==> src/bus_pkg.sv <==
package bus_pkg;

    // sram-like fetch and memory ports
    localparam int addr_width = 32;
    localparam int data_width = 32;

    // size codes carried on mem_size
    // 0 byte, 1 halfword, 2 word
    localparam logic [1:0] size_word = 2'd2; // 4-byte access, the only one issued

    // config port of the register block
    localparam int cfg_addr_width = 2; // four word registers, three in use

endpackage

==> src/cache_pkg.sv <==
package cache_pkg;

    // geometry: two ways, one word per line
    localparam int index_width  = 10;
    localparam int offset_width = 2;                               // byte offset in a word
    localparam int tag_width    = 32 - index_width - offset_width; // 20 bits
    localparam int num_sets     = 1 << index_width;                // 1024
    localparam int num_ways     = 2;

    // register map of the control block, word addresses on cfg_addr
    localparam logic [1:0] reg_ctrl     = 2'd0; // enable and flush
    localparam logic [1:0] reg_hit_cnt  = 2'd1; // write clears
    localparam logic [1:0] reg_miss_cnt = 2'd2; // write clears

    // bits of the control register
    localparam int ctrl_enable_bit = 0;
    localparam int ctrl_flush_bit  = 1; // strobe, always reads 0

    // event counters
    localparam int cnt_width = 32;

endpackage

==> src/icache_ctrl_regs.sv <==
`timescale 1ns/1ps

module icache_ctrl_regs (
    input  logic                                clk,
    input  logic                                rst,
    // config port
    input  logic                                cfg_wr,
    input  logic [bus_pkg::cfg_addr_width-1:0]  cfg_addr,
    input  logic [bus_pkg::data_width-1:0]      cfg_wdata,
    output logic [bus_pkg::data_width-1:0]      cfg_rdata,
    // cache events
    input  logic                                hit_evt,
    input  logic                                miss_evt,
    // controls
    output logic                                cache_en,
    output logic                                flush
);

    logic [cache_pkg::cnt_width-1:0] hit_cnt;
    logic [cache_pkg::cnt_width-1:0] miss_cnt;

    logic wr_ctrl;
    logic wr_hit;
    logic wr_miss;

    assign wr_ctrl = cfg_wr && (cfg_addr == cache_pkg::reg_ctrl);
    assign wr_hit  = cfg_wr && (cfg_addr == cache_pkg::reg_hit_cnt);
    assign wr_miss = cfg_wr && (cfg_addr == cache_pkg::reg_miss_cnt);

    always_ff @(posedge clk) begin
        if (rst) begin
            cache_en <= 1'b0;
            flush    <= 1'b0;
        end else begin
            flush <= wr_ctrl && cfg_wdata[cache_pkg::ctrl_flush_bit]; // one-cycle strobe
            if (wr_ctrl) begin
                cache_en <= cfg_wdata[cache_pkg::ctrl_enable_bit];
            end
        end
    end

    // counters, a write of any value clears
    always_ff @(posedge clk) begin
        if (rst || wr_hit) begin
            hit_cnt <= '0;
        end else if (hit_evt) begin
            hit_cnt <= hit_cnt + 1'b1;
        end
    end

    always_ff @(posedge clk) begin
        if (rst || wr_miss) begin
            miss_cnt <= '0;
        end else if (miss_evt) begin
            miss_cnt <= miss_cnt + 1'b1;
        end
    end

    always_comb begin
        cfg_rdata = '0;
        case (cfg_addr)
            cache_pkg::reg_ctrl:     cfg_rdata[cache_pkg::ctrl_enable_bit] = cache_en;
            cache_pkg::reg_hit_cnt:  cfg_rdata = bus_pkg::data_width'(hit_cnt);
            cache_pkg::reg_miss_cnt: cfg_rdata = bus_pkg::data_width'(miss_cnt);
            default:                 cfg_rdata = '0; // unmapped
        endcase
    end

endmodule

==> config.mk <==
export PLATFORM = sky130hd
export DESIGN_NAME = icache_ctrl_regs
export DESIGN_NICKNAME = d
export VERILOG_FILES = /design/src/bus_pkg.sv /design/src/cache_pkg.sv /design/src/icache_ctrl_regs.sv
export SDC_FILE = /design/constraint.sdc
export NUM_CORES = 1
export LEC_CHECK = 0
export ABC_CLOCK_PERIOD_IN_PS = 2200
export BUFFER_PORTS_ARGS = -buffer_cell sky130_fd_sc_hd__buf_2
export CORE_AREA = 5 5 103 105
export DETAILED_ROUTE_END_ITERATION = 16
export DIE_AREA = 0 0 108 110
export PLACE_DENSITY = 0.72
export SLEW_MARGIN = 25
export SYNTH_ARGS = -nofsm -noshare
export SYNTH_HDL_FRONTEND = slang
export SYNTH_SLANG_ARGS = --single-unit
==> constraint.sdc <==
create_clock -name clk -period 2.2 [get_ports clk]
set_input_delay 0.44 -clock clk [delete_from_list [all_inputs] [get_ports clk]]
set_output_delay 0.44 -clock clk [all_outputs]
set_load 0.02 [all_outputs]
==> results of run 1 <==
report_power, final:
group | total (uW) | switching (uW) | internal [uW] | leakage [uW]
Sequential | 1210 | 4.49 | 1200 | 0.000532
Clock | 996 | 480 | 516 | 0.0000958
Combinational | 175 | 102 | 72.6 | 0.000925
Total | 2380 | 587 | 1790 | 0.00155
sequential cells by signal, summed over array words and instances (netlist names):
register,flops
miss_cnt,32
cache_en,1
hit_cnt,32
flush,1
logic make-up (layout without fill, tap and decap cells):
group | after synthesis | count (layout) | synth area share [%]
AOI/OAI and AO/OA | 104 | 104 | 18.1
xor gates and xnor gates | 22 | 22 | 5.17
adders and majority gates | 6 | 6 | 2.01
buffers and inverters | 43 | 120 | 4.43
DFF | 66 | 66 | 35.5
muxes | 8 | 8 | 2.28
and+or+nand+nor | 212 | 212 | 32.5
cell type report:
class,count,area (um2)
Tap cell,133,166
Clock buffer,10,128
Clock inverter,6,57.6
Sequential cell,66,1320
Inverter,12,45.0
Multi-Input combinational cell,352,2240
Fill cell,932,4960
Timing Repair Buffer,92,623
stage by stage:
step	std cells	power, uW
final	671	2380
after global routing	671	2460
after CTS	671	2390
after detailed placement	655	1410
after global placement	655	1400
after floorplan	461	1340
metal layers:
metal  vias to the layer above  share of wire [%]  GRT usage (%)
met5                         -                  0              0
li1                       1867                  -              -
met1                      1790                 43           21.4
met3                        25                4.1           3.96
met4                         0                3.1           7.84
met2                       108                 50           29.8
synth_stat cells (15+ instances only):
| cell | count |
|---|---|
| or4_1 | 26 |
| a21oi_1 | 34 |
| nand3_1 | 17 |
| nor2b_1 | 31 |
| nor2_1 | 28 |
| nand4_1 | 22 |
| o31ai_1 | 19 |
| nand2_1 | 31 |
| xnor2_1 | 15 |
| clkbuf_1 | 26 |
| dfxtp_1 | 66 |
| a22oi_1 | 31 |
worst max path at each step:
stage	from	endpoint	slack (ps)	depth (start not counted)
6_report	miss_cnt[14]$_SDFFE_PP0P_	miss_cnt[30]$_SDFFE_PP0P_	130	4
5_1_grt	miss_cnt[14]$_SDFFE_PP0P_	miss_cnt[30]$_SDFFE_PP0P_	70	4
4_1_cts	hit_cnt[20]$_SDFFE_PP0P_	hit_cnt[31]$_SDFFE_PP0P_	90	4
3_5_place_dp	hit_cnt[20]$_SDFFE_PP0P_	hit_cnt[27]$_SDFFE_PP0P_	100	4
3_3_place_gp	miss_evt	miss_cnt[30]$_SDFFE_PP0P_	120	5
2_1_floorplan	miss_evt	miss_cnt[30]$_SDFFE_PP0P_	40	6
critical path: stages, from the launching register on:
cell and delay, ps:
dfxtp_1 400, nand4_2 170, or4_1 580, or4_4 500, mux2_4 310
==> results.md, run 1 <==
* Final instance area at approximately 4600 um2
* Clock-pin slew of the registers on the worst-case setup and hold paths at 70 ps
* TritonCTS Sinks at 66
* End point of the most critical hold path: cache_en$_SDFFE_PP0P_
* Area leader, netlist: dfxtp_1
* Global placer's final weighted congestion at between 0.8 and 0.9
* Post-route DRC violation count at 0
* Hold_buf cts at 0
* Initial core utilization at 39.0%
* Post-synth top area share at a little over a third
* Slew Viols, Final at 0
* Number of flops mapped to enable cells by yosys at 0
* Share of the core filled with cells in the final layout at roughly 48%
* Number of hold violations in the final report at 0
* Areal power density over the cells at 518 nW/um2
* Final Skew at 4.89 ps
* Top-level I/O count at 73
* Leakage power figure at ~0.0016 uW
* Number of register bits inferred by synthesis at 66
* Number of warning messages in the yosys log at 0
* Total negative slack at 0 ps
* Maximum vdd drop at ~0.31 mV
* Endpoint of the most critical register-to-register path: miss_cnt[30]$_SDFFE_PP0P_
* Total via count in the routed design at roughly 3800
* Number of nets with antenna violations after routing at 0
* RSZ-0062 raised after global routing: no
* Worst hold-check slack at between 300 and 400 ps
* Worst-case clock buffer depth at 2
* Max_cap viols at 0
* Post-synthesis instance area at between 3000 and 4000 um2
* Diodes inserted at 0
* Number of optimization iterations in the first detailed-route pass at 5
* Via density at 5.65
* CORE AREA at 9550 um2
* Number of DRC markers after the initial detailed-route iteration at between 200 and 250
* Worst Min Path Start: cfg_wdata[0]
* Global route total overflow at 0
* Critical path startpoint category: register
* Post-CTS setup buffers at 0
* Worst min-delay path class: in -> reg
* Die height at about 110 um
* Total of cells resized after clock tree synthesis at 0
* Clock tree from TritonCTS: done
* Number of buffers added on ports at 42
* Synthesized Nets at ~500
* Worst endpoint required time at 2430 ps
* Maximum number of pins on one net before global-route repair at 34
* Share of layout cells above drive strength 1 at 21.0%
* Detailed placement HPWL at around 8000 um
* Gate Count Post-Synth at 461
* Critical Setup Path Class: reg -> reg
* Cell row count at 36
* Mean cell area of the mapped netlist at 8.08 um2
* Highest attainable clock frequency at roughly 480 MHz
* Top cells by area, synth: dfxtp_1 (35%), a22oi_1 (6.2%), or4_1 (5.2%)
* Kind of end point of the critical path: register
* Reg2reg start: miss_cnt[14]$_SDFFE_PP0P_
* Number of global-route vias before repair at roughly 3600
* Horizontal die dimension at between 100 and 150 um
* Total wire length after detailed routing at 10500 um
* Clock latency on the worst-skew pair at 340 ps
* Share of the cycle needed by the critical path after routing at 94.1%
* Worst Setup Slack post-DPL at between 100 and 150 ps
* Final setup margin at 130 ps
* Number of antenna violations at the first check in global routing at 0
* Number of nets in the layout at slightly below 600
* Crit path DAT at around 2300 ps
* Min Tclk post-route at around 2100 ps
* Worst R2R Path Depth at 4
* Async set or reset register ratio after synthesis at 0%
* Most frequent standard cell in the layout excluding fill and tap cells: dfxtp_1
* Final setup viols at 0
* Aggregate global-route resource usage at roughly 18%
* Maximum fanout along the worst path at 4
* Pin slew with the least headroom to its limit at ~530 ps
* Distinct cells, synth at 38
* H-tree depth at 3
* Wire length of the first global-routing pass at about 17000 um
* Post-Place Cell Area at 4400 um2
* Result of the run: finished clean
* Layout overhead on the synthesized area at 23.0%
* Register-to-Register Setup Slack at 130 ps
* Root Driver: clkbuf_8
* Total CTS buffers at 9
* Commonest cells after routing, fill and taps aside: dfxtp_1 (66), buf_4 (47), buf_2 (42), a21oi_1 (34)
* Die ar. at approximately 12000 um2
* Register area share after synthesis at a little over a third
* Hold path depth at 3
* Primary FF master, synth: dfxtp_1
* Routed wirelength normalized by instance count at roughly 16 um
* Headroom to the max-slew limit at between 60% and 70%
(Power assumes the default switching activity.)
==> run 2: changes to the inputs <==
--- a/config.mk
+++ b/config.mk
@@ -7,9 +7,9 @@
 export LEC_CHECK = 0
 export ABC_CLOCK_PERIOD_IN_PS = 2200
 export BUFFER_PORTS_ARGS = -buffer_cell sky130_fd_sc_hd__buf_2
-export CORE_AREA = 5 5 103 105
+export CORE_AREA = 2 2 100 102
 export DETAILED_ROUTE_END_ITERATION = 16
-export DIE_AREA = 0 0 108 110
+export DIE_AREA = 0 0 102 104
 export PLACE_DENSITY = 0.72
 export SLEW_MARGIN = 25
 export SYNTH_ARGS = -nofsm -noshare
==> run 2 against run 1 <==
Critical path type unchanged. Global-route usage increased by 2.2 points. Critical path depth increased by 1. Largest cell class unchanged. Combinational power hardly changed. Final area increased by 0.44%. Hold slack worse by 20 ps. Routed wire length decreased by 3.3%. Clock-buffer cell count increased by 2. Highest routed layer unchanged. Clock skew increased by 5.3 ps.
==> results.md, run 2 (synthesis gave the netlist of run 1 again) <==
* Most used cell, CP: or4_1
* Number of nets in the layout at around 580
* Number of global-route vias before repair at between 3000 and 4000
* Worst Setup Slack post-DPL at around 83 ps
* Cell-internal power at ~1800 uW
* Min Tclk post-route at around 2100 ps
* Initial core utilization at 39.0%
* Highest attainable clock frequency at roughly 480 MHz
* Number of buffers added on ports at between 40 and 50
* Top-level I/O count at 73
* Critical Setup Path Class: reg -> reg
* Post-route DRC violation count at 0
* Worst min-delay path class: in -> reg
* Die ar. at between 10000 and 15000 um2
* Routed wirelength normalized by instance count at roughly 15 um
* CP max stage cell: or4_1
* Total CTS buffers at 9
* Final Instance Count excl. Fillers at between 600 and 700
* Areal power density over the cells at roughly 530 nW/um2
* Clock latency on the worst-skew pair at between 300 and 400 ps
* Hold_buf cts at 0
* Number of nets with antenna violations after routing at 0
* Global placer's final weighted congestion at roughly 0.87
* Slew Viols, Final at 0
* Worst endpoint required time at 2490 ps
* Cell row count at 36
* Maximum fanout along the worst path at 16
* Total via count in the routed design at approximately 3800
* TritonCTS Sinks at 66
* Share of the cycle needed by the critical path after routing at between 90% and 100%
* Switching Fraction at between 20 and 25%
* Global route total overflow at 0
* Portion of total power attributed to sequential cells at roughly half
* Number of filler cells placed in the layout at 930
* Maximum vdd drop at around 0.36 mV
* Wire length of the first global-routing pass at between 15000 and 20000 um
* Cell breakdown of the critical path: nand4_1 -> or4_1 -> buf_4 -> or4_1 -> a21oi_1
* Detailed placement HPWL at 7480 um
* Root Driver: clkbuf_8
* Horizontal die dimension at between 100 and 150 um
* Final Skew at approximately 10 ps
* Total wire length after detailed routing at about 10000 um
* Number of optimization iterations in the first detailed-route pass at 5
* Number of antenna violations at the first check in global routing at 0
* Share of layout cells above drive strength 1 at 20.6%
* Post-Place Cells at roughly 650
* Final setup margin at approximately 100 ps
* Commonest cells after routing, fill and taps aside: dfxtp_1 (66), buf_4 (46), buf_2 (42), a21oi_1 (34)
* Diodes inserted at 0
* Most frequent standard cell in the layout excluding fill and tap cells: dfxtp_1
* Headroom to the max-slew limit at between 60 and 70%
* Switching power at around 600 uW
* Worst stage delay on the critical path at just under 600 ps
* H-tree depth at 3
* Pin slew with the least headroom to its limit at between 500 and 600 ps
* Leakage power figure at ~0.0016 uW
* Regs by FF count: hit_cnt (32), miss_cnt (32)
* Number of hold violations in the final report at 0
* Max_cap viols at 0
* Crit path DAT at about 2400 ps
* Final setup viols at 0
* Worst-case clock buffer depth at 2
* Via density at between 5 and 6
* Combinational share of power at approximately 7.3%
* Fraction of power consumed by the clock network at between 40 and 50%
* Aggregate global-route resource usage at around a fifth
* Layout overhead on the synthesized area at 23.6%
* Clock tree from TritonCTS: done
* Maximum number of pins on one net before global-route repair at 34
* Critical path startpoint category: register
* Result of the run: finished clean
* Number of DRC markers after the initial detailed-route iteration at about 290
* Clock-pin slew of the registers on the worst-case setup and hold paths at approximately 70 ps
* Die height at approximately 100 um
* Kind of end point of the critical path: register
* CORE AREA at 9550 um2
run 2: cell types whose count changed in the layout (fill, tap and decap cells not counted), sizes merged:
cell | previous run | this run
clkinv | 4 | 2
clkbuf | 10 | 12
run 2: layer usage:
metal | part of all wire [%] | track usage, % | up-vias
li1 | - | - | 1871
met1 | 43 | 24.8 | 1817
met2 | 48 | 31.3 | 103
met3 | 4.2 | 3.29 | 30
met4 | 4.0 | 12.2 | 0
met5 | 0 | 0 | -
run 2: repair_timing:
action / in CTS / in global routing
setup buffers: 0 / 1
resized for setup: 0 / 0
setup endpoints to repair: 0 / 2
run 2: power groups by stage:
stage	logic [uW]	clock network, uW	registers [uW]
2_1_floorplan	99.3	0	1240
3_3_place_gp	170	0	1230
3_5_place_dp	175	0	1230
4_1_cts	176	1050	1210
5_1_grt	192	1110	1210
6_report	176	1040	1210
run 2: critical path: cells and delay by family, from the launching register on:
kind | cells | cell delay [ps]
AO/OA/AOI/OAI | 1 | 140
buffers and inverters | 1 | 210
AND/OR/NAND/NOR | 3 | 1270
flip-flops | 1 | 410
run 2: final timing paths:
path / end / slack [ps] / startpoint / depth (start not counted)
setup / recovery: hit_cnt[31]$_SDFFE_PP0P_ / 100 / hit_cnt[20]$_SDFFE_PP0P_ / 5
hold / removal: cache_en$_SDFFE_PP0P_ / 330 / rst / 2
setup reg to reg: hit_cnt[31]$_SDFFE_PP0P_ / 100 / hit_cnt[20]$_SDFFE_PP0P_ / 5
hold reg to reg: cache_en$_SDFFE_PP0P_ / 480 / cache_en$_SDFFE_PP0P_ / 2
run 2: cell type report:
class | count | area, um2 | area share, %
Clock buffer | 12 | 145 | 3.15
Clock inverter | 4 | 51.3 | 1.11
Sequential cell | 66 | 1320 | 28.7
Tap cell | 133 | 166 | 3.61
Inverter | 12 | 45.0 | 0.978
Timing Repair Buffer | 92 | 636 | 13.8
Multi-Input combinational cell | 352 | 2240 | 48.6
run 2: through the flow:
| step | total power, uW | util (%) | hold WS (ps) | cell area, um2 | setup TNS (ps) |
|---|---|---|---|---|---|
| detailed placement | 1410 | 46.1 | 474 | 4400 | 0 |
| finish | 2420 | 48.2 | 330 | 4600 | 0 |
| global placement | 1400 | 46.1 | 464 | 4400 | 0 |
| global route | 2510 | 48.2 | 338 | 4600 | -9.35 |
| CTS | 2430 | 48.1 | 322 | 4600 | 0 |
| floorplan | 1340 | - | 446 | 3730 | 0 |
==> run 3: changes to the inputs <==
--- a/config.mk
+++ b/config.mk
@@ -5,12 +5,13 @@
 export SDC_FILE = /design/constraint.sdc
 export NUM_CORES = 1
 export LEC_CHECK = 0
-export ABC_CLOCK_PERIOD_IN_PS = 2200
+export ABC_CLOCK_PERIOD_IN_PS = 1720
 export BUFFER_PORTS_ARGS = -buffer_cell sky130_fd_sc_hd__buf_2
 export CORE_AREA = 2 2 100 102
 export DETAILED_ROUTE_END_ITERATION = 16
 export DIE_AREA = 0 0 102 104
 export PLACE_DENSITY = 0.72
+export RECOVER_POWER = 100
 export SLEW_MARGIN = 25
 export SYNTH_ARGS = -nofsm -noshare
 export SYNTH_HDL_FRONTEND = slang
==> constraint.sdc (replaced) <==
create_clock -name clk -period 1.72 [get_ports clk]
set_input_delay 0.344 -clock clk [delete_from_list [all_inputs] [get_ports clk]]
set_output_delay 0.344 -clock clk [all_outputs]
set_load 0.02 [all_outputs]
==> run 3 against run 2 <==
The flow now finishes with violations (setup timing). Final cell count up 12%. Via count up 17%. Global-route usage is 3.4 points higher. Hold slack got worse by 98 ps. Sequential power up 28%. Routed wire length increased by 36%. Clock power is 34% higher. Maximum frequency up 8.0%. Register-to-register slack worse by 320 ps. Combinational power grew 77%. Largest power group unchanged.
==> results.md, run 3 (synthesis gave the netlist of run 1 again) <==
* Global-route met2 utilization at about 39%
* Final Skew at approximately 6.2 ps
* Layout overhead on the synthesized area at 57.8%
* Post-Place Cells at roughly 700
* Number of nets in the layout at around 660
* Horizontal die dimension at roughly 100 um
* Routing usage on met1 at 28.7%
* Number of hold violations in the final report at 0
* Crit path DAT at 2200 ps
* RSZ-0062 raised after global routing: yes
* Number of buffers added on ports at 42
* Most used cell, CP: or4_4
* Post-route DRC violation count at 0
* Slew Viols, Final at 0
* Maximum number of pins on one net before global-route repair at 32
* Final setup margin at -223 ps
* Hold_buf cts at 0
* Failing checks: setup timing
* Worst min-delay path class: in -> reg
* Highest attainable clock frequency at between 500 and 600 MHz
* Headroom to the max-slew limit at ~60%
* Critical path startpoint category: register
* Maximum fanout along the worst path at 2
* Min Tclk post-route at 1940 ps
* Final Power at 3240 uW
* Total negative slack at -5870 ps
* Pin slew with the least headroom to its limit at about 600 ps
* Total CTS buffers at 9
* Leakage power figure at approximately 0.0021 uW
* Clock latency on the worst-skew pair at 360 ps
* Result of the run: complete, but fails checks
* Cell row count at 36
* Total wire length after detailed routing at about 14000 um
* Diodes inserted at 0
* CORE AREA at approximately 9500 um2
* Met3 track demand over resource at under 10%
* Global placer's final weighted congestion at between 0.8 and 0.9
* Die ar. at approximately 11000 um2
* Die height at about 100 um
* Most used routing layer in global routing: met2
* Share of the cycle needed by the critical path after routing at 113%
* Detailed placement HPWL at around 8000 um
* Clock tree from TritonCTS: done
* Number of antenna violations at the first check in global routing at 0
* Clock-pin slew of the registers on the worst-case setup and hold paths at 70 ps
* Number of DRC markers after the initial detailed-route iteration at about 330
* Number of nets with antenna violations after routing at 0
* Total via count in the routed design at ~4500
* Initial core utilization at 39.0%
* Final Instance Count excl. Fillers at about 750
* Wire length of the first global-routing pass at slightly below 20000 um
* Share of layout cells above drive strength 1 at a little over half
* CP max stage cell: or4_4
* Number of optimization iterations in the first detailed-route pass at 5
* Most frequent standard cell in the layout excluding fill and tap cells: buf_4
* Worst endpoint required time at 1980 ps
* Commonest cells after routing, fill and taps aside: buf_4 (116), dfxtp_1 (32), buf_2 (31), nor2b_2 (30), nand2_1 (30)
* Kind of end point of the critical path: register
* Number of global-route vias before repair at approximately 4000
* Global route total overflow at 0
* Routed wirelength normalized by instance count at approximately 18 um
* Regs by FF count: hit_cnt (32), miss_cnt (32)
* Critical Setup Path Class: reg -> reg
* Max_cap viols at 0
* Top-level I/O count at between 70 and 80
* Worst stage delay on the critical path at ~530 ps
* Root Driver: clkbuf_8
* Cell breakdown of the critical path: nand4_1 -> or4_4 -> or4_4 -> mux2_4
* Via density at between 5 and 6
* H-tree depth at 3
* Worst-case clock buffer depth at 2
* Aggregate global-route resource usage at between 20% and 30%
* TritonCTS Sinks at 66
* Areal power density over the cells at 552 nW/um2
* Maximum vdd drop at between 0.3 and 0.4 mV
* Final setup viols at 52
-- run 3: cell types whose count changed in the layout (fill, tap and decap cells not counted), moves of 11 or more --
cell	delta
buf_2	-11
buf_4	+70
dfxtp_1	-34
a21oi_2	+15
a21oi_1	-15
nor2b_2	+30
buf_6	+16
dfxtp_2	+28
or4_1	-20
nor2b_1	-30
or4_4	+21
-- run 3: per-layer routing --
| layer | vias up | wire length, um | share of wire [%] |
|---|---|---|---|
| met2 | 189 | 7140 | 52 |
| met3 | 47 | 824 | 6.0 |
| met1 | 2217 | 5330 | 39 |
| li1 | 2034 | - | - |
| met4 | 0 | 518 | 3.8 |
| met5 | - | 0 | 0 |
-- run 3: report_power, final --
part	total, uW	internal, uW	switching (uW)
Sequential	1550	1530	12.3
Combinational	311	145	166
Clock	1390	779	610
Total	3240	2460	788
-- run 3: path summary, 6_finish.rpt --
kind / slack [ps] / startpoint / depth (start not counted) / end
worst max-delay path: -220 / miss_cnt[19]$_SDFFE_PP0P_ / 4 / miss_cnt[30]$_SDFFE_PP0P_
worst min-delay path: 230 / rst / 2 / cache_en$_SDFFE_PP0P_
worst max register to register: -220 / miss_cnt[19]$_SDFFE_PP0P_ / 4 / miss_cnt[30]$_SDFFE_PP0P_
worst min register to register: 490 / miss_cnt[31]$_SDFFE_PP0P_ / 2 / miss_cnt[31]$_SDFFE_PP0P_
-- run 3: cell type report --
type / instances / area [um2]
clock buffer: 13 / 169
tap: 133 / 166
timing repair buffer: 173 / 1340
multi-input combinational: 354 / 2740
clock inverter: 2 / 35.0
fill: 754 / 3670
sequential: 66 / 1380
inverter: 12 / 48.8
-- run 3: timing repair --
action,CTS,global route
resized for setup,34,94
cloned,3,3
setup buffers,8,18
endpoints found under the setup margin,38,60
pin swaps,18,31
endpoints found under the hold margin,0,0
-- run 3: stage by stage --
| stage | worst slack, ps | cell area, um2 | hold slack [ps] | util, % |
|---|---|---|---|---|
| after floorplan | -312 | 3930 | 413 | - |
| after global routing | -265 | 5880 | 233 | 61.6 |
| after CTS | -171 | 5420 | 223 | 56.8 |
| after detailed placement | -226 | 4980 | 480 | 52.2 |
| after global placement | -211 | 4980 | 457 | 52.2 |
| final | -223 | 5880 | 232 | 61.6 |
-- run 3: worst max-delay path: cells and delay by family (launching register included) --
| kind | cells | cell delay (ps) |
|---|---|---|
| simple gates | 3 | 1190 |
| flops | 1 | 340 |
| mux | 1 | 310 |
