[config.mk]
export PLATFORM = sky130hd
export DESIGN_NAME = i_cache
export DESIGN_NICKNAME = d
export VERILOG_FILES = /design/src/bus_pkg.sv /design/src/cache_pkg.sv /design/src/i_cache.sv
export SDC_FILE = /design/constraint.sdc
export NUM_CORES = 1
export LEC_CHECK = 0
export ABC_CLOCK_PERIOD_IN_PS = 5050
export BUFFER_PORTS_ARGS = -buffer_cell sky130_fd_sc_hd__buf_2
export CAP_MARGIN = 40
export CORE_AREA = 2 2 121 123
export CTS_BUF_LIST = sky130_fd_sc_hd__clkbuf_4 sky130_fd_sc_hd__clkbuf_8
export CTS_CLUSTER_SIZE = 24
export DETAILED_ROUTE_END_ITERATION = 12
export DIE_AREA = 0 0 123 125
export PLACE_DENSITY_LB_ADDON = 0.15
export SLEW_MARGIN = 20
export SYNTH_ARGS = -nofsm -noshare
export SYNTH_HDL_FRONTEND = slang
export SYNTH_SLANG_ARGS = --single-unit
[constraint.sdc]
create_clock -name clk -period 5.05 [get_ports clk]
set_input_delay 0.2525 -clock clk [delete_from_list [all_inputs] [get_ports clk]]
set_output_delay 0.2525 -clock clk [all_outputs]
set_load 0.005 [all_outputs]
[src/bus_pkg.sv]
package bus_pkg;

    // sram-like fetch and memory ports
    localparam int addr_width = 32;
    localparam int data_width = 32;

    // size codes carried on mem_size
    // 0 byte, 1 halfword, 2 word
    localparam logic [1:0] size_word = 2'd2; // 4-byte access, the only one issued

    // config port of the register block
    localparam int cfg_addr_width = 2; // four word registers, three in use

endpackage

[src/cache_pkg.sv]
package cache_pkg;

    // geometry: two ways, one word per line
    localparam int index_width  = 10;
    localparam int offset_width = 2;                               // byte offset in a word
    localparam int tag_width    = 32 - index_width - offset_width; // 20 bits
    localparam int num_sets     = 1 << index_width;                // 1024
    localparam int num_ways     = 2;

    // register map of the control block, word addresses on cfg_addr
    localparam logic [1:0] reg_ctrl     = 2'd0; // enable and flush
    localparam logic [1:0] reg_hit_cnt  = 2'd1; // write clears
    localparam logic [1:0] reg_miss_cnt = 2'd2; // write clears

    // bits of the control register
    localparam int ctrl_enable_bit = 0;
    localparam int ctrl_flush_bit  = 1; // strobe, always reads 0

    // event counters
    localparam int cnt_width = 32;

endpackage

[src/i_cache.sv]
`timescale 1ns/1ps

module i_cache (
    input  logic                                clk,
    input  logic                                rst,
    // core fetch port
    input  logic                                cpu_inst_req,
    input  logic [bus_pkg::addr_width-1:0]      cpu_inst_addr,
    output logic [bus_pkg::data_width-1:0]      cpu_inst_rdata,
    output logic                                cpu_inst_addr_ok,
    output logic                                cpu_inst_data_ok,
    // memory port
    output logic                                mem_req,
    output logic [bus_pkg::addr_width-1:0]      mem_addr,
    output logic [1:0]                          mem_size,
    input  logic [bus_pkg::data_width-1:0]      mem_rdata,
    input  logic                                mem_addr_ok,
    input  logic                                mem_data_ok,
    // from the register block
    input  logic                                cache_en,
    input  logic                                flush,
    // store lookup, both ways
    input  logic [cache_pkg::num_ways-1:0]                          way_valid,
    input  logic [cache_pkg::num_ways-1:0][cache_pkg::tag_width-1:0] way_tag,
    input  logic [cache_pkg::num_ways-1:0][bus_pkg::data_width-1:0]  way_data,
    input  logic [cache_pkg::num_ways-1:0]                          way_ru,
    // store update
    output logic [cache_pkg::index_width-1:0]   lookup_index,
    output logic                                fill_we,
    output logic                                fill_way,
    output logic [cache_pkg::tag_width-1:0]     fill_tag,
    output logic [bus_pkg::data_width-1:0]      fill_data,
    output logic                                ru_we,
    output logic                                ru_way,
    // event pulses to the counters
    output logic                                hit_evt,
    output logic                                miss_evt
);

    typedef enum logic {
        st_idle,
        st_read  // waiting on memory
    } state_t;

    state_t state;

    logic [cache_pkg::tag_width-1:0]   req_tag;
    logic [cache_pkg::index_width-1:0] req_index;
    logic [cache_pkg::tag_width-1:0]   tag_save;
    logic [cache_pkg::index_width-1:0] index_save;
    logic                              way_save;  // victim picked at the miss
    logic                              addr_rcv;  // memory took the address

    logic [cache_pkg::num_ways-1:0] way_hit;
    logic hit;
    logic hit_way;
    logic victim_way;
    logic accept_hit;
    logic accept_miss;
    logic read_done;

    // address split
    assign req_tag   = cpu_inst_addr[bus_pkg::addr_width-1 -: cache_pkg::tag_width];
    assign req_index = cpu_inst_addr[cache_pkg::offset_width +: cache_pkg::index_width];

    // lookup follows the core in idle, the saved miss otherwise
    assign lookup_index = (state == st_idle) ? req_index : index_save;

    always_comb begin
        for (int w = 0; w < cache_pkg::num_ways; w++) begin
            way_hit[w] = way_valid[w] && (way_tag[w] == req_tag);
        end
    end

    assign hit     = cache_en && !flush && (|way_hit);
    assign hit_way = way_hit[1];

    // an empty way first, else the one not recently used
    always_comb begin
        if (!way_valid[0]) begin
            victim_way = 1'b0;
        end else if (!way_valid[1]) begin
            victim_way = 1'b1;
        end else begin
            victim_way = way_ru[0]; // way 0 used last -> evict way 1
        end
    end

    assign accept_hit  = (state == st_idle) && cpu_inst_req && hit;
    assign accept_miss = (state == st_idle) && cpu_inst_req && !hit && !flush;
    assign read_done   = (state == st_read) && addr_rcv && mem_data_ok;

    always_ff @(posedge clk) begin
        if (rst) begin
            state <= st_idle;
        end else begin
            case (state)
                st_idle: begin
                    if (accept_miss) begin
                        state <= st_read;
                    end
                end
                st_read: begin
                    if (read_done) begin
                        state <= st_idle;
                    end
                end
                default: state <= st_idle;
            endcase
        end
    end

    always_ff @(posedge clk) begin
        if (rst) begin
            addr_rcv <= 1'b0;
        end else if (mem_req && mem_addr_ok) begin
            addr_rcv <= 1'b1;
        end else if (read_done) begin
            addr_rcv <= 1'b0;
        end
    end

    // miss context, held while the memory read runs
    always_ff @(posedge clk) begin
        if (accept_miss) begin
            tag_save   <= req_tag;
            index_save <= req_index;
            way_save   <= victim_way;
        end
    end

    always_ff @(posedge clk) begin
        if (rst) begin
            hit_evt  <= 1'b0;
            miss_evt <= 1'b0;
        end else begin
            hit_evt  <= accept_hit;
            miss_evt <= accept_miss && cache_en; // bypassed fetches are not counted
        end
    end

    // core side
    assign cpu_inst_rdata   = accept_hit ? way_data[hit_way] : mem_rdata;
    assign cpu_inst_addr_ok = accept_hit || (mem_req && mem_addr_ok);
    assign cpu_inst_data_ok = accept_hit || read_done;

    // memory side
    assign mem_req  = (state == st_read) && !addr_rcv;
    assign mem_addr = {tag_save, index_save, {cache_pkg::offset_width{1'b0}}};
    assign mem_size = bus_pkg::size_word;

    // fill at the closing edge of the read, skipped when disabled or flushing
    assign fill_we   = read_done && cache_en && !flush;
    assign fill_way  = way_save;
    assign fill_tag  = tag_save;
    assign fill_data = mem_rdata;

    assign ru_we  = accept_hit || fill_we;
    assign ru_way = accept_hit ? hit_way : way_save;

endmodule

==> results.cfg, run 1 <==
[placement]
port_buffers = 308
place_congestion = 0.767
dp_hpwl_microns = 8930

[pwr]
power_frac_comb = 0.295
intPower_w = 0.000570
p_switching_w = 0.000216
seq_power_share = 0.433
powerDensity_mw_per_mm2 = 180
irDropWorstVdd_v = 0.000112
p_sw_frac = 0.275
p_clk_frac = 0.273
p_leak_nw = 2.08

[routing]
routed_wirelength_microns = 10800
post_drt_wl_per_cell_microns = 15.3
vias_per_cell = 4.37
antenna_left = 0
num_vias = 3100
drc_errors = 0
drt_iter0_drc = 92
first_pass_iters = 4

[final_layout]
multi_input_area_sq_mm = 0.00146
register_area_sq_mm = 0.00101
syn2layout_area_growth_pct = 45.6
nNetsFinal = 704
nFillCells = 1538
final_util = 0.308
n_antenna_cell = 0
drive_above_1_share = 0.641

[sta]
slew_violations = 0
setup_tns_ps = 0
period_share = 0.641
min_period_ps = 3240
worst_clock_skew_ps = 6.60
hold_violations = 0
setup_violations = 0
rsz0062_at_grt = no
slew_headroom = 0.531
timing.fmax_ghz = 0.309
tightest_slew_ps = 702

[critical_path]
critPathMaxFanout = 34
arrival_ps = 2980
path_cells = nor3b_2, and2_1, nand4_4, nand2b_4, o221a_1, buf_2
crit_type = reg2out
cp-startpoint = state$_SDFF_PP0_
cpMaxStageDelayCell = dfxtp_1
worstSetupEndpointType = primary output
cp_data_required_time_ps = 4800
cpPeakStageDelay_ps = 540
start_kind = register
worst_r2r_startpoint = state$_SDFF_PP0_

[floorplan]
die_x_microns = 123
core_sq_mm = 0.0142
rows = 44
start_util = 0.212
fp.dieH_microns = 125
ioPinCount = 316
die-area_sq_mm = 0.0154

[clock_network]
clkSinkCount = 35
clk_pin_slew_worst_paths_ps = 70
cts-root-buf = clkbuf_8
cts_tree = done
cts_buffers = 5
clockBufferDepth = 2
postCtsHoldBufs = 0
ctsHtreeMaxLevel = 2
ctsResizeCount = 0
post-cts-setup-buffers = 0
insertion_delay_ps = 300

[synth]
synth_xor_area_frac = 0.117
synth_mux_area_frac = 0.0375
syn-cell-area_sq_mm = 0.00300
synth_warnings = 0
ys_seq_area_frac = 0.337
synth_top_area_frac = 0.310
async_reset_ff_frac = 0
synth_edf_count = 31
ys_seq_elements = 35
synth_top_family_by_area = buffers and inverters
synth_cell_type_count = 40
syn-instance-count = 277
synth-simple-area-share = 0.180
synth_top_area_cell = edfxtp_1
synthAdderAreaFrac = 0
synthFlopType = edfxtp_1
netlist_top_cells_area = edfxtp_1 (31%), buf_4 (14%), o221a_1 (12%), xnor2_1 (8.7%), nand3b_1 (8.0%)
synth_compound_area_frac = 0.143
syn_avg_cell_area_sq_um = 10.8

[job]
cap_violations = 0

[global_routing]
top_usage_layer = met2
globalRouteMet1Util = 0.137
grt.met3_usage = 0.0370
grt_max_degree = 66
grt_use_total = 0.133
grtUsageMet2 = 0.254
grt_pass1_wl_microns = 15700
grt_pass1_vias = 3074
antenna_found_initial = 1
overflow = 0

[hold_path]
hold_class = in2reg
min_from = cpu_inst_addr[4]

[status]
status = finished, final reports clean
## cell families (layout without fill, tap and decap cells)
logic type | count (synthesis) | after routing
and+or+nand+nor | 76 | 76
buffers and inverters | 72 | 319
AOI/OAI and AO/OA | 42 | 42
xor gates and xnor gates | 40 | 40
DFF | 35 | 35
muxes | 10 | 10
other | 2 | 4
## critical path: cells and delay by family, from the launching register on
family	cells	cell delay, ps
simple gates	4	1670
flops	1	540
compound gates	1	330
buf+inv	1	130
## cell usage after synthesis, types with 2 or more instances
master     n
buf_4     56
nand3b_1  32
o221a_1   32
edfxtp_1  31
xnor2_1   30
nand2_1   11
mux2_2    10
xor2_1    10
buf_6      9
nand4_1    9
buf_2      4
dfxtp_1    4
nand3_1    4
a21oi_1    2
a311oi_1   2
and2_1     2
conb_1     2
nand2b_1   2
nor2_1     2
nor4_1     2
nor4_2     2
## sequential cells by signal (all words and copies together) (netlist names)
signal and count:
state 1, index_save 10, miss_evt 1, fill_way 1, hit_evt 1, addr_rcv 1
fill_tag 20
## power groups by stage
stage | Clock (W) | Combinational (W) | Sequential (W)
6_report | 0.000214 | 0.000231 | 0.000340
5_1_grt | 0.000232 | 0.000258 | 0.000342
4_1_cts | 0.000223 | 0.000235 | 0.000340
3_5_place_dp | 0 | 0.000235 | 0.000346
3_3_place_gp | 0 | 0.000231 | 0.000346
2_1_floorplan | 0 | 0.000117 | 0.000344
## final cells by class
type / instances / area share
inverter: 1 / 0.000858
multi-input combinational: 172 / 0.335
clock inverter: 1 / 0.00114
tap: 184 / 0.0526
timing repair buffer: 310 / 0.360
clock buffer: 7 / 0.0192
sequential: 35 / 0.231
## stage by stage
step	instance area, sq um	setup WS (ps)	instances	hold WS, ps	total power (W)
3_3_place_gp	4260	2080	701	443	0.000577
4_1_cts	4370	1720	710	131	0.000798
3_5_place_dp	4290	2050	702	447	0.000581
6_report	4370	1810	710	137	0.000785
2_1_floorplan	3010	2120	279	325	0.000461
5_1_grt	4370	1540	710	132	0.000831
## per-layer routing
metal / vias to the layer above / routed length, microns
met5: - / 13
met3: 12 / 1160
met2: 192 / 5540
met4: 2 / 150
met1: 1411 / 3970
li1: 1483 / -
## layout by cell type (no fill, tap or decap), drive strengths merged
cell / Yosys / routed
clkinv: 0 / 1
and3: 2 / 2
nand2b: 3 / 3
nor3: 1 / 1
nor2: 2 / 2
nor3b: 2 / 2
a21boi: 2 / 2
o21ai: 1 / 1
xor2: 10 / 10
nor4: 5 / 5
dfxtp: 4 / 4
o221a: 32 / 32
clkbuf: 1 / 7
nand4: 10 / 10
a31oi: 1 / 1
a311oi: 2 / 2
a211oi: 1 / 1
mux2: 10 / 10
conb: 2 / 4
xnor2: 30 / 30
nand3: 4 / 4
nor4bb: 1 / 1
a22o: 1 / 1
nand3b: 32 / 32
inv: 1 / 1
nor2b: 1 / 1
buf: 70 / 310
and2: 2 / 2
nand2: 11 / 11
edfxtp: 31 / 31
a21oi: 2 / 2
## worst paths after layout
kind	cells past startpoint	end	slack [ps]
worst min-delay path	1	index_save[2]$_DFFE_PP_	140
worst max-delay path	6	cpu_inst_rdata[6]	1810
worst min register to register	1	addr_rcv$_SDFFE_PP0P_	560
worst max register to register	3	fill_tag[12]$_DFFE_PP_	3070
Power figures use the tool's default switching activity.
==> run 2, diff against run 1 <==
- ABC_CLOCK_PERIOD_IN_PS: 5050 -> 2820
- CORE_AREA: 2 2 121 123 -> 2 2 124 126
- DIE_AREA: 0 0 123 125 -> 0 0 126 128
- clock period: 5.05 -> 2.82 ns (I/O delays scaled with it)
==> run 2 against run 1 <==
Net effect: global-route usage is 0.40 points lower; final area grew 0.63%; sequential share of layout area down 0.14 points; utilization is 1.2 points lower; non-clock buffer count rose by 2; clock-buffer cell count up 1; flip-flop and latch count is the same; die area is 4.9% higher; first-iteration DRC count increased by 12%; combinational power rose by 82%; sequential power is 77% higher; largest power group unchanged.
==> results.cfg, run 2 (synthesis gave the netlist of run 1 again) <==
[floorplan]
start_util = 0.202
core_sq_mm = 0.0149
die-area_sq_mm = 0.0161
ioPinCount = 316
die_x_microns = 126
fp.dieH_microns = 128
rows = 45

[routing]
antenna_left = 0
first_pass_iters = 4
drc_errors = 0
num_vias = 3034
routed_wirelength_microns = 11300
post_drt_wl_per_cell_microns = 15.8
vias_per_cell = 4.24
drt_iter0_drc = 103

[sta]
slew_headroom = 0.566
min_period_ps = 2290
hold_violations = 0
slew_violations = 0
setup_violations = 0
period_share = 0.810
rsz0062_at_grt = no
setup_tns_ps = 0
worst_clock_skew_ps = 4.91
timing.fmax_ghz = 0.438
tightest_slew_ps = 651

[critical_path]
cpMaxStageDelayCell = dfxtp_1
arrival_ps = 2140
start_kind = register
worstSetupEndpointType = primary output
path_cells = nor3b_2, and2_1, nand3_2, buf_4, nand3b_1, o221a_1, buf_2
crit_type = reg2out
cp_data_required_time_ps = 2680
crit_family = simple AND/OR/NAND/NOR gates
critPathBufInv = 2
critPathMaxFanout = 65
cpPeakStageDelay_ps = 320

[placement]
port_buffers = 308
dp_hpwl_microns = 9460
place_congestion = 0.782

[final_layout]
syn2layout_area_growth_pct = 46.5
nFillCells = 1610
drive_above_1_share = 0.642
final_common_cell = buf_2
largest_reg_flops = 20
n_antenna_cell = 0
nNetsFinal = 706
final_cell_mix = buf_2 (308), nand3b_1 (32), o221a_1 (32)

[pwr]
p_switching_w = 0.000390
p_sw_frac = 0.269
p_leak_nw = 2.09
irDropWorstVdd_v = 0.000165
intPower_w = 0.00106
p_clk_frac = 0.294
powerDensity_mw_per_mm2 = 329
power_frac_comb = 0.291
seq_power_share = 0.415
p_total_w = 0.00145

[status]
status = finished, final reports clean

[job]
cap_violations = 0

[clock_network]
postCtsHoldBufs = 0
clkSinkCount = 35
clockBufferDepth = 2
cts-root-buf = clkbuf_8
cts_tree = done
post-cts-setup-buffers = 0
cts_buffers = 5
insertion_delay_ps = 300
ctsHtreeMaxLevel = 2
ctsResizeCount = 0
clk_pin_slew_worst_paths_ps = 70

[global_routing]
grt_max_degree = 66
antenna_found_initial = 0
grt_pass1_vias = 2863
grt_pass1_wl_microns = 16100
grt_use_total = 0.128
overflow = 0

[hold_path]
hold_class = in2reg
==> run 2: cell count changes in the layout (fill, tap and decap cells not counted) <==
cell	change
buf_12	+1
buf_16	-1
buf_4	+2
clkbuf_4	-1
clkbuf_8	+2
clkinv_2	-1
==> run 2: area by class of cell <==
type	instances	area (sq um)	area share
timing repair buffer	312	1580	0.360
multi-input combinational	172	1460	0.333
sequential	35	1010	0.230
tap	188	235	0.0534
clock buffer	8	104	0.0236
inverter	1	3.75	0.000853
==> run 2: final timing paths <==
| check | startpoint | end | slack, ps | cells past startpoint |
|---|---|---|---|---|
| setup / recovery | state$_SDFF_PP0_ | cpu_inst_rdata[3] | 530 | 7 |
| hold / removal | cpu_inst_addr[11] | index_save[9]$_DFFE_PP_ | 30 | 1 |
| setup reg to reg | state$_SDFF_PP0_ | fill_tag[15]$_DFFE_PP_ | 1340 | 3 |
| hold reg to reg | addr_rcv$_SDFFE_PP0P_ | addr_rcv$_SDFFE_PP0P_ | 570 | 1 |
==> run 2: power groups by stage <==
stage	combinational, W	clock (W)	sequential, W
floorplan	0.000209	0	0.000615
global placement	0.000426	0	0.000613
detailed placement	0.000427	0	0.000613
CTS	0.000429	0.000446	0.000602
global route	0.000464	0.000463	0.000605
finish	0.000421	0.000427	0.000602
==> run 2: metal layers <==
| layer | vias to the layer above | GRT usage | wire (microns) |
|---|---|---|---|
| met4 | 0 | 0.0375 | 158 |
| li1 | 1489 | - | - |
| met1 | 1365 | 0.150 | 4390 |
| met3 | 9 | 0.0296 | 953 |
| met5 | - | 0 | 0 |
| met2 | 171 | 0.235 | 5800 |
==> run 2: per-stage QoR <==
step	util	instances	area, sq um	setup slack, ps	hold slack, ps
2_1_floorplan	-	279	3010	1.89	213
3_3_place_gp	0.289	708	4300	584	331
3_5_place_dp	0.289	708	4300	584	334
4_1_cts	0.296	716	4400	507	16.7
5_1_grt	0.296	716	4400	363	18.3
6_report	0.296	716	4400	535	30.1
==> run 3, diff against run 2 <==
- ABC_AREA: default -> 1
- ABC_CLOCK_PERIOD_IN_PS: 2820 -> 1900
- clock period: 2.82 -> 1.9 ns (I/O delays scaled with it)
==> run 3 against run 2 <==
Net effect: combinational power is 60% higher; via count is 27% higher; flip-flop and latch count stayed put; total power is 60% higher; critical path depth is 7 higher; clock-buffer cell count is 2 lower; worst hold slack worse by 11 ps; setup slack worse by 350 ps; die area stayed put; clock skew is 2.4 ps higher.
==> results.cfg, run 3 <==
[synth]
async_reset_ff_frac = 0
synth_top_area_frac = 0.287
syn_avg_cell_area_sq_um = 6.14
ys_seq_elements = 35
synth_edf_count = 31
ys_seq_area_frac = 0.311
syn-cell-area_sq_mm = 0.00325
synth_top_area_cell = edfxtp_1
synthFlopType = edfxtp_1
synth_cell_type_count = 20
netlist_top_cells_area = edfxtp_1 (29%), nand2_1 (25%), buf_4 (13%), inv_1 (9.8%), o21ai_1 (9.2%)
syn-instance-count = 529
yosysMostFrequentCell = nand2_1
synthTopCellsByCount = nand2_1 (216), inv_1 (85), o21ai_1 (60)
synth_warnings = 0

[sta]
setup_tns_ps = 0
worst_clock_skew_ps = 7.29
setup_violations = 0
min_period_ps = 1710
slew_violations = 0
hold_violations = 0
period_share = 0.901
timing.fmax_ghz = 0.584
rsz0062_at_grt = no

[routing]
dr_wl_met3_microns = 1130
post_drt_wl_per_cell_microns = 12.7
antenna_left = 0
drt_iter0_drc = 113
m1WireLength_microns = 4870
routed_wirelength_microns = 12500
first_pass_iters = 4
top_layer_used = met4
vias_per_cell = 3.90
drc_errors = 0
num_vias = 3848
dr_wl_met2_microns = 6380

[critical_path]
arrival_ps = 1620
path_cells = buf_2, inv_1, nand2_1, nand2_1, nor2_2, nand2_1, nor2_1, nand3_2, buf_12, buf_4, nand2_1, o21ai_1, o21ai_1, buf_2
crit_type = in2out
cpMaxStageDelayCell = buf_12
cpMostUsedCell = nand2_1
crit_family = buffers and inverters
critPathMaxFanout = 27
cpPeakStageDelay_ps = 190
cp_data_required_time_ps = 1800
start_kind = input port
critPathBufInv = 5
worstSetupEndpointType = primary output

[global_routing]
grt_pass1_wl_microns = 18200
grt_use_total = 0.143
grt_max_degree = 55
grt_pass1_vias = 3486
antenna_found_initial = 0
overflow = 0

[floorplan]
die-area_sq_mm = 0.0161
die_x_microns = 126
fp.dieH_microns = 128
rows = 45
start_util = 0.218
ioPinCount = 316
core_sq_mm = 0.0149

[final_layout]
fin_cells = 986
syn2layout_area_growth_pct = 51.2
drive_above_1_share = 0.426
final_util = 0.330
n_antenna_cell = 0
final_cell_mix = buf_2 (308), nand2_1 (215), inv_1 (85)
largest_reg_flops = 20
nFillCells = 1678
final_common_cell = buf_2
nNetsFinal = 976

[clock_network]
insertion_delay_ps = 300
cts-root-buf = clkbuf_8
cts_buffers = 5
clockBufferDepth = 2
clkSinkCount = 35
cts_tree = done
ctsHtreeMaxLevel = 2
clk_pin_slew_worst_paths_ps = 80

[pwr]
intPower_w = 0.00165
p_sw_frac = 0.288
p_clk_frac = 0.325
irDropWorstVdd_v = 0.000283
seq_power_share = 0.384
p_leak_nw = 3.07
powerDensity_mw_per_mm2 = 473
power_frac_comb = 0.291
p_switching_w = 0.000668

[placement]
place_congestion = 0.806
dp_hpwl_microns = 10300
place_inst = 962
port_buffers = 308

[hold_path]
hold_class = in2reg

[status]
status = finished, final reports clean

[job]
cap_violations = 0
[run 3: cell count changes after synthesis, moves of 25 or more]
cell and delta:
nor2_1 +25, inv_1 +84, nand3b_1 -32, nand2_1 +205, o21ai_1 +59, xnor2_1 -28
o221a_1 -32
[run 3: per-stage QoR]
step                hold WS (ps)  cell area (sq um)  power [W]  worst slack (ps)
finish                      18.8               4910    0.00232               188
global route                12.5               4910    0.00248              14.8
CTS                         4.30               4860    0.00236              21.6
detailed placement           291               4600    0.00157              -208
global placement             289               4600    0.00157              -211
floorplan                    164               3250    0.00123               141
[run 3: area by class of cell]
type / instances / area, sq um / area share
clock inverters: 2 / 38.8 / 0.00790
multi-input cells: 331 / 1390 / 0.283
repair buffers: 331 / 1800 / 0.368
flip-flops and latches: 35 / 1010 / 0.206
inverters: 93 / 349 / 0.0711
well taps: 188 / 235 / 0.0479
clock buffers: 6 / 82.6 / 0.0168
[run 3: timing repair]
action / in CTS / in global routing
pin swaps: 0 / 1
hold buffers: 14 / 0
gates resized for setup: 3 / 5
setup buffers: 0 / 1
endpoints found under the hold margin: 16 / 0
setup endpoints to repair: 3 / 8
gates cloned: 0 / 1
[run 3: power groups by stage]
| stage | logic [W] | registers, W | clock network, W |
|---|---|---|---|
| CTS | 0.000685 | 0.000893 | 0.000783 |
| global placement | 0.000660 | 0.000910 | 0 |
| floorplan | 0.000320 | 0.000913 | 0 |
| detailed placement | 0.000659 | 0.000909 | 0 |
| finish | 0.000675 | 0.000892 | 0.000753 |
| global route | 0.000774 | 0.000896 | 0.000811 |
[run 3: final timing paths]
path | startpoint | end | slack (ps) | cells past startpoint
max reg2reg | state$_SDFF_PP0_ | fill_tag[18]$_DFFE_PP_ | 640 | 6
min | cpu_inst_addr[13] | fill_tag[1]$_DFFE_PP_ | 20 | 1
min reg2reg | addr_rcv$_SDFFE_PP0P_ | addr_rcv$_SDFFE_PP0P_ | 490 | 2
max | cpu_inst_addr[14] | cpu_inst_rdata[13] | 190 | 14
[run 3: per-layer routing]
metal | global-route usage | up-vias
met5 | 0 | -
met4 | 0.0317 | 0
met3 | 0.0451 | 9
met2 | 0.266 | 183
met1 | 0.160 | 1578
li1 | - | 2078
[run 3: cell families (layout without fill, tap and decap cells)]
logic type	count (synthesis)	after routing	share of synthesized area
XOR/XNOR	2	2	0.00540
AO/OA/AOI/OAI	74	74	0.116
buffers and inverters	165	432	0.270
other	2	4	0.00231
flip-flops	35	35	0.311
AND/OR/NAND/NOR	251	251	0.295
